==> src/disp_pkg.sv <==
package disp_pkg;

  // bus and display widths
  localparam int WORD_W = 32;
  localparam int ADDR_W = 8;
  localparam int SEG_W  = 7;
  localparam int AN_W   = 8;

  // register map, byte offsets on the mmio bus
  localparam logic [ADDR_W-1:0] ADDR_KEY0 = 8'h00;
  localparam logic [ADDR_W-1:0] ADDR_KEY1 = 8'h01;
  localparam logic [ADDR_W-1:0] ADDR_KEY2 = 8'h02;
  localparam logic [ADDR_W-1:0] ADDR_DISP = 8'h10;

  // key value after reset, three 32-bit slices
  // low 16 bits show on the leds, so they come up as e3cf
  localparam logic [3*WORD_W-1:0] KEY_RESET = {
    48'h3cf3cf3cf3cf,
    24'h30c30c,
    12'hbae,
    12'h3cf
  };

  // active-low anode, one digit enabled at a time
  // a0 is the rightmost digit
  typedef enum logic [AN_W-1:0] {
    a0 = 8'b1111_1110,
    a1 = 8'b1111_1101,
    a2 = 8'b1111_1011,
    a3 = 8'b1111_0111,
    a4 = 8'b1110_1111,
    a5 = 8'b1101_1111,
    a6 = 8'b1011_1111,
    a7 = 8'b0111_1111
  } an_state_t;

  // decoded register target
  typedef enum logic [1:0] {
    SEL_DISP = 2'd0,
    SEL_KEY0 = 2'd1,
    SEL_KEY1 = 2'd2,
    SEL_KEY2 = 2'd3
  } reg_sel_t;

endpackage

==> src/debug_display_top.sv <==
`timescale 1ns/1ns

module debug_display_top #(
  parameter int SCAN_DIV = 500
) (
  input  logic                        clk_50M,
  input  logic                        rst_n,
  input  logic                        bus_wen,
  input  logic                        bus_ren,
  input  logic [disp_pkg::ADDR_W-1:0] bus_addr,
  input  logic [disp_pkg::WORD_W-1:0] bus_wdata,
  input  logic                        debug_sel,
  input  logic [disp_pkg::WORD_W-1:0] debug_word,
  output logic [disp_pkg::WORD_W-1:0] bus_rdata,
  output disp_pkg::an_state_t         an,
  output logic [disp_pkg::SEG_W-1:0]  sev_out,
  output logic [15:0]                 led
);
  import disp_pkg::*;

  logic [WORD_W-1:0]   disp_word;
  logic [3*WORD_W-1:0] key;
  logic [WORD_W-1:0]   shown_word;
  logic                scan_tick;
  logic [3:0]          cur_nibble;

  // register block on the processor bus
  mmio_regs u_regs (
    .clk_50M  (clk_50M),
    .rst_n    (rst_n),
    .bus_wen  (bus_wen),
    .bus_ren  (bus_ren),
    .bus_addr (bus_addr),
    .bus_wdata(bus_wdata),
    .bus_rdata(bus_rdata),
    .disp_word(disp_word),
    .key      (key)
  );

  // low key slice on the leds
  assign led = key[15:0];

  // debug word overrides the display register while selected
  assign shown_word = debug_sel ? debug_word : disp_word;

  scan_timer #(
    .SCAN_DIV(SCAN_DIV)
  ) u_timer (
    .clk_50M  (clk_50M),
    .rst_n    (rst_n),
    .scan_tick(scan_tick)
  );

  digit_scan_fsm u_scan (
    .clk_50M   (clk_50M),
    .rst_n     (rst_n),
    .scan_tick (scan_tick),
    .shown_word(shown_word),
    .an        (an),
    .cur_nibble(cur_nibble)
  );

  seg_decode u_seg (
    .cur_nibble(cur_nibble),
    .sev_out   (sev_out)
  );

endmodule

==> src/digit_scan_fsm.sv <==
`timescale 1ns/1ns

module digit_scan_fsm (
  input  logic                        clk_50M,
  input  logic                        rst_n,
  input  logic                        scan_tick,
  input  logic [disp_pkg::WORD_W-1:0] shown_word,
  output disp_pkg::an_state_t         an,
  output logic [3:0]                  cur_nibble
);
  import disp_pkg::*;

  an_state_t  an_next;
  // index of the digit that becomes active on the next tick
  logic [2:0] digit_next;

  // walk a0..a7 then wrap
  always_comb begin
    case (an)
      a0: begin
        an_next    = a1;
        digit_next = 3'd1;
      end
      a1: begin
        an_next    = a2;
        digit_next = 3'd2;
      end
      a2: begin
        an_next    = a3;
        digit_next = 3'd3;
      end
      a3: begin
        an_next    = a4;
        digit_next = 3'd4;
      end
      a4: begin
        an_next    = a5;
        digit_next = 3'd5;
      end
      a5: begin
        an_next    = a6;
        digit_next = 3'd6;
      end
      a6: begin
        an_next    = a7;
        digit_next = 3'd7;
      end
      default: begin
        // a7 and any stray pattern go back to a0
        an_next    = a0;
        digit_next = 3'd0;
      end
    endcase
  end

  // anode and nibble move on the same edge
  always_ff @(posedge clk_50M) begin
    if (!rst_n) begin
      an         <= a0;
      cur_nibble <= 4'h0;
    end else if (scan_tick) begin
      an         <= an_next;
      cur_nibble <= shown_word[{digit_next, 2'b00} +: 4];
    end
  end

  // exactly one digit lit at any time
  a_an_one_cold : assert property (
    @(posedge clk_50M) disable iff (!rst_n)
    $onehot(~an)
  );

  // no movement between ticks from the scan timer
  a_an_hold : assert property (
    @(posedge clk_50M) disable iff (!rst_n)
    !scan_tick |=> $stable(an)
  );

endmodule

==> src/mmio_regs.sv <==
`timescale 1ns/1ns

module mmio_regs (
  input  logic                          clk_50M,
  input  logic                          rst_n,
  input  logic                          bus_wen,
  input  logic                          bus_ren,
  input  logic [disp_pkg::ADDR_W-1:0]   bus_addr,
  input  logic [disp_pkg::WORD_W-1:0]   bus_wdata,
  output logic [disp_pkg::WORD_W-1:0]   bus_rdata,
  output logic [disp_pkg::WORD_W-1:0]   disp_word,
  output logic [3*disp_pkg::WORD_W-1:0] key
);
  import disp_pkg::*;

  reg_sel_t          sel;
  logic              hit;
  logic [WORD_W-1:0] rd_val;

  // address decode, anything off the map is a miss
  always_comb begin
    hit = 1'b1;
    case (bus_addr)
      ADDR_DISP: sel = SEL_DISP;
      ADDR_KEY0: sel = SEL_KEY0;
      ADDR_KEY1: sel = SEL_KEY1;
      ADDR_KEY2: sel = SEL_KEY2;
      default: begin
        sel = SEL_DISP;
        hit = 1'b0;
      end
    endcase
  end

  // read mux
  always_comb begin
    case (sel)
      SEL_KEY0: rd_val = key[WORD_W-1:0];
      SEL_KEY1: rd_val = key[2*WORD_W-1:WORD_W];
      SEL_KEY2: rd_val = key[3*WORD_W-1:2*WORD_W];
      default:  rd_val = disp_word;
    endcase
  end

  // register writes, misses dropped
  always_ff @(posedge clk_50M) begin
    if (!rst_n) begin
      disp_word <= '0;
      key       <= KEY_RESET;
    end else if (bus_wen && hit) begin
      case (sel)
        SEL_KEY0: key[WORD_W-1:0]          <= bus_wdata;
        SEL_KEY1: key[2*WORD_W-1:WORD_W]   <= bus_wdata;
        SEL_KEY2: key[3*WORD_W-1:2*WORD_W] <= bus_wdata;
        default:  disp_word                <= bus_wdata;
      endcase
    end
  end

  // read data one cycle after the strobe
  // held until the next read
  always_ff @(posedge clk_50M) begin
    if (!rst_n) begin
      bus_rdata <= '0;
    end else if (bus_ren) begin
      bus_rdata <= hit ? rd_val : '0;
    end
  end

  // bus master never issues both strobes together
  a_no_rw_overlap : assert property (
    @(posedge clk_50M) disable iff (!rst_n)
    !(bus_wen && bus_ren)
  );

endmodule

==> src/scan_timer.sv <==
`timescale 1ns/1ns

module scan_timer #(
  parameter int SCAN_DIV = 500
) (
  input  logic clk_50M,
  input  logic rst_n,
  output logic scan_tick
);

  // counter wide enough for SCAN_DIV-1, never zero bits
  localparam int CNT_W = (SCAN_DIV > 2) ? $clog2(SCAN_DIV) : 1;
  localparam logic [CNT_W-1:0] RELOAD = CNT_W'(SCAN_DIV - 1);

  logic [CNT_W-1:0] cnt;

  // counts down to zero, reloads and fires one tick
  // first tick lands SCAN_DIV cycles after reset release
  always_ff @(posedge clk_50M) begin
    if (!rst_n) begin
      cnt       <= RELOAD;
      scan_tick <= 1'b0;
    end else begin
      scan_tick <= (cnt == '0);
      if (cnt == '0) begin
        cnt <= RELOAD;
      end else begin
        cnt <= cnt - 1'b1;
      end
    end
  end

  // tick is a strobe, the fsm would skip digits otherwise
  a_tick_single : assert property (
    @(posedge clk_50M) disable iff (!rst_n)
    (SCAN_DIV > 1 && scan_tick) |=> !scan_tick
  );

endmodule

==> src/seg_decode.sv <==
`timescale 1ns/1ns

module seg_decode (
  input  logic [3:0]                 cur_nibble,
  output logic [disp_pkg::SEG_W-1:0] sev_out
);

  // common-anode digits, so a segment is lit when its bit is 0
  // bit 6 is segment a, bit 0 is segment g
  always_comb begin
    case (cur_nibble)
      4'h0: sev_out = 7'b000_0001;
      4'h1: sev_out = 7'b100_1111;
      4'h2: sev_out = 7'b001_0010;
      4'h3: sev_out = 7'b000_0110;
      4'h4: sev_out = 7'b100_1100;
      4'h5: sev_out = 7'b010_0100;
      4'h6: sev_out = 7'b010_0000;
      4'h7: sev_out = 7'b000_1111;
      4'h8: sev_out = 7'b000_0000;
      4'h9: sev_out = 7'b000_0100;
      // letters a..f, b and d in lower case
      4'ha: sev_out = 7'b000_1000;
      4'hb: sev_out = 7'b110_0000;
      4'hc: sev_out = 7'b011_0001;
      4'hd: sev_out = 7'b100_0010;
      4'he: sev_out = 7'b011_0000;
      4'hf: sev_out = 7'b011_1000;
      // blank on an unknown nibble
      default: sev_out = 7'b111_1111;
    endcase
  end

endmodule

==> config.mk <==
export PLATFORM = sky130hd
export DESIGN_NAME = debug_display_top
export DESIGN_NICKNAME = d
export VERILOG_FILES = /design/src/disp_pkg.sv /design/src/debug_display_top.sv /design/src/digit_scan_fsm.sv /design/src/mmio_regs.sv /design/src/scan_timer.sv /design/src/seg_decode.sv
export SDC_FILE = /design/constraint.sdc
export NUM_CORES = 1
export LEC_CHECK = 0
export ABC_AREA = 0
export BUFFER_PORTS_ARGS = -buffer_cell sky130_fd_sc_hd__buf_2
export CORE_AREA = 2 2 211 130
export CTS_CLUSTER_DIAMETER = 100
export DETAILED_ROUTE_END_ITERATION = 10
export DIE_AREA = 0 0 213 132
export PLACE_DENSITY = 0.48
export SLEW_MARGIN = 25
export SYNTH_ARGS = -nofsm -noshare
export SYNTH_HDL_FRONTEND = slang
export SYNTH_HIERARCHICAL = 1
export SYNTH_SLANG_ARGS = --single-unit
export TNS_END_PERCENT = 100
==> constraint.sdc <==
create_clock -name clk_50M -period 2.36 [get_ports clk_50M]
set_input_delay 0.118 -clock clk_50M [delete_from_list [all_inputs] [get_ports clk_50M]]
set_output_delay 0.118 -clock clk_50M [all_outputs]
set_load 0.02 [all_outputs]
# Word-level counts from Yosys, hierarchy flattened
# Memory sizes are Yosys's and may differ from the RTL's. A register that Yosys moved wholly into a read port is not among the register bits.
# Index checks and enable logic that the tools add are counted.
# W data, S select, Z words.
# op_classes
n_div	0
n_addsub	1
bitwise	2
n_reduce_logical	10
mux	9
multipliers	0
n_shift	1
magnitude_cmp	0
n_eq_ne	13
# op_table
cell	count
$pmux W32 S3	1
$mux W32	2
$eq A8 B8 Y1 const B	7
$pmux W8 S7	1
$shiftx A32 B6 Y4	1
$pmux W3 S7	1
$logic_not A9 Y1	1
$sub A9 B1 Y9 const B	1
$eq A8 B1 Y1 const B	1
$eq A8 B2 Y1 const B	1
$eq A8 B5 Y1 const B	1
$logic_not A8 Y1	1
$mux W4	2
$reduce_and A2 Y1	4
$pmux W2 S3	1
$eq A2 B2 Y1 const B	2
$reduce_or A4 Y1	1
$reduce_or A3 Y1	1
$eq A2 B1 Y1 const B	1
$not A1 Y1	2
$reduce_or A2 Y1	1
$logic_and A1 B1 Y1	1
$mux W1	1
# word_totals
mem_count	1
latchBits	0
ff_bits	182
ram_bits	0
romBits	112
output_inout_bits	63
# mem_list
memory	words	word_bits	read_ports	rd_clocked_by_memory_dff	write_ports	line	source
(no name shown)	16	7	1	1	0	seg_decode.sv:11	case (cur_nibble)

# Logic depth before layout (Yosys ltp)
# logic_depth
depth_word	6
depth_mapped	9

# By module
# The synthesis kept the hierarchy.
# modules_own_cells
module	instances	area_per_inst_um2	cells_per_inst
mmio_regs	1	6578.8	772
digit_scan_fsm	1	972.2	117
debug_display_top	1	544.3	36
scan_timer	1	396.6	38
seg_decode	1	269.0	33

# Worst setup path after synthesis
# OpenSTA, ideal clock, no wires.
# synth_path
path_kind	register -> register
start	reg u_scan.an[3]
end	reg u_scan.cur_nibble[1]
path_slack_ps	158
stages_incl_launch_ff	10
synth_period_minus_slack_ps	2202
arrival_time_ps	2115
required_ps	2273
path_buffers	3
cell_sequence	dfxtp_1 > buf_2 > and4_4 > buf_6 > nand4b_1 > nand3_1 > and2_1 > clkbuf_1 > mux2_2 > o31ai_1
# synth_between
elab_chain_len	3
word_cells_on_any_way	9
# synth_lines
element	line	source
start, declared	digit_scan_fsm.sv:8	output disp_pkg::an_state_t an,
start signal, assigned	digit_scan_fsm.sv:62	an <= an_next;
$eq A8 B8 Y1	digit_scan_fsm.sv:19	case (an)
$pmux W3 S7 (*)	digit_scan_fsm.sv:19	
$shiftx A32 B6 Y4 (*)	digit_scan_fsm.sv:63	cur_nibble <= shown_word[{digit_next, 2'b00} +: 4];
end signal, assigned	digit_scan_fsm.sv:63	
end, declared	digit_scan_fsm.sv:9	output logic [3:0] cur_nibble
# Mark *: on every way between the ends. The rest lies on a longest branch, timed or not.
# A chain may end at the register's enable or synchronous reset.

==> metrics <==
fin area=0.0106 sq mm; CP required=2240 ps; DP HPWL=20.9 mm; io pins=140; Cells after Synth=996; port buffer count=139; area share of the largest cell type after synthesis=41.6%; Final Power=6.69 mW; Reg2Reg Setup Slack=230 ps; Die ar.=0.0281 sq mm; initial antenna violation count=1; synth unique cells=58; Tcrit/Tclk final=91.7%; clock-pin transition on the worst setup and hold timing paths=60 ps; Rows=46; GP Congestion=0.856; Num CTS Buffers=17; total of max-cap violations=0; maximum fanout along the worst path=8; Critical Path Start=u_scan/cur_nibble[0]; clock sink total=182; Chip Height=132 microns; crit path time final=2160 ps; CP bufs+invs=3; FF-to-FF path depth=6; reg-to-reg endpoint=u_scan/cur_nibble[0]; RSZ-0062 raised after global routing=no; hold path depth=4; post-synthesis sequential element count=182; Critical Path End=sev_out[3]; Slew HR=50.0%; # DRC=0; DR vias/cell=5.15; Post-DP Area=0.00966 sq mm; routed vias=7,737; peak supply drop=0.309 mV; CTS H-tree lvls=4; P_leak=4.60 nW; Fmax=0.462 GHz; commonest cells after routing, fill and taps aside=nand2_1 (278), dfxtp_1 (182), buf_2 (138); Post-synth EDFFs=0; fin nets=1,214; Crit path max-delay family=flip-flops; Crit path largest cell delay=490 ps; Setup-failing EPs final=0; post_cts resized=0; Worst Skew=19.9 ps; nature of the critical path endpoint=output pin; Die Span X=213 microns; layout cells sized above 1=21.5%; Setup Crit Path Kind=reg -> out; grt total ovfl=0; Total GRT Usage=20.8%; outcome=finished clean; final hold vios=0; setup TNS=0 ps; start point of the worst hold path=debug_word[22]; Post-Syn Area=0.00876 sq mm; drt total wl=29.5 mm; Arr. time, crit path=2050 ps; hold crit path type=in -> reg; Post-Syn Nets=1,081; ranking of synthesized cells by area=dfxtp_1 (42%), nand2_1 (12%), a21boi_1 (5.5%), mux2_4 (5.1%), mux2i_1 (4.1%); CTS tree=done; # Post-CTS Setup Buffers=0; max-slew violations=0; clk_lat worst skew=440 ps; Routed WL per cell=19.6 microns; crit path cell chain=inv_1 -> ha_1 -> inv_1 -> mux4_2 -> buf_2; area growth from synthesis to layout=21.4%; commonest non-fill, non-tap cell in the layout=nand2_1; hold_buf cts=33; clk buf depth=2; initial core utilization=33.6%; Worst Setup Start Kind=register; synth warn=6; Core ar.=0.0261 sq mm; largest net degree at the start of global routing=79; Synth Flop Type=dfxtp_1; critical path's slowest cell=dfxtp_1; Mapped Avg Cell Area=8.80 sq um; RR Startpoint=u_scan/an[6]; Levels on crit path=5; sequential element share of the synthesized area=41.6%; fraction of registers with async set/reset=0%; pwr dens=629 mW/mm^2; slew of the pin with the lowest slew margin=750 ps; area leader, netlist=dfxtp_1; vias in the first global route=7,011; first-pass GRT wire length=44.1 mm; Worst path most repeated cell=inv_1; Root Buffer=clkbuf_16; post-route ant nets=0; TritonRoute pass-1 iters=7; Initial DRC Count=831
-- where the power goes --
group	internal, mW	total, mW	leakage [nW]	switching [mW]
Clock	1.72	3.11	0.309	1.39
Combinational	0.215	0.485	2.82	0.271
Sequential	3.08	3.09	1.47	0.00933
-- synth_stat cells (all sizes together), types with 3 or more instances --
cell and number:
nor2b 9, xor2 6, nand2 278, and2 3, o2bb2ai 28, dfxtp 182, inv 35, a21boi 77
o211ai 4, mux2 34, nand4 8, buf 45, a31oi 5, and3 4, o211a 4, clkbuf 42
o22a 8, nand3 67, a32o 3, nor2 13, o21ai 8, and4 7, mux2i 36, o31ai 16
ha 8, nand4b 6, a21oi 5, or4 3, o22ai 3, a222oi 28
-- sequential cells by signal (all words and copies together) (netlist names) --
name and count:
u_scan/an 8, u_regs/key 96, u_regs/bus_rdata 32, u_scan/cur_nibble 4
u_timer/scan_tick 1, u_regs/disp_word 32, u_timer/cnt 9
-- cell families (layout without fill, tap and decap cells) --
group | Yosys count | after routing | synth area share [%]
xor+xnor | 6 | 6 | 0.600
fa+ha+maj | 8 | 8 | 1.14
buf+inv | 122 | 268 | 7.57
compound gates | 199 | 199 | 18.2
simple gates | 408 | 408 | 20.9
flops | 182 | 182 | 41.6
mux | 71 | 71 | 10.0
other cells | 0 | 1 | 0
-- worst min path at each step --
| stage | endpoint | slack, ps |
|---|---|---|
| final | u_scan/cur_nibble[2] | 180 |
| after global routing | u_scan/cur_nibble[1] | 190 |
| after CTS | u_scan/cur_nibble[1] | 160 |
| after detailed placement | u_regs/key[51] | 390 |
| after global placement | u_regs/key[19] | 390 |
| after floorplan | u_timer/cnt[4] | 180 |
-- per-layer routing --
metal	up-vias	part of all wire, %	GRT usage (%)
li1	3761	-	-
met2	259	37	25.6
met1	3699	55	35.0
met3	18	6.6	3.93
met5	-	0	0
met4	0	1.3	5.48
-- metrics by stage --
step                cells  utilization (%)  worst slack [ps]  hold WS, ps
detailed placement   1437             37.1               276          395
finish               1503             40.8               197          177
global placement     1437             37.1               317          387
floorplan             996                -               158          180
CTS                  1502             40.8               172          159
global route         1502             40.8              91.0          191
-- worst register-to-register path: stages, from the launching register on --
cell and delay [ps]:
dfxtp_1 540, and4_4 320, nand4_1 370, o22a_1 350, o31ai_1 60, mux2i_1 130
a32o_1 250
-- cell type report --
cell class	count	area, sq um
diodes	1	2.50
clock buffers	17	425
clock inverters	15	211
fillers	2673	15400
inverters	35	131
multi-input cells	692	4460
flip-flops and latches	182	3640
well taps	360	450
repair buffers	201	1310
Power figures use the tool's default switching activity.
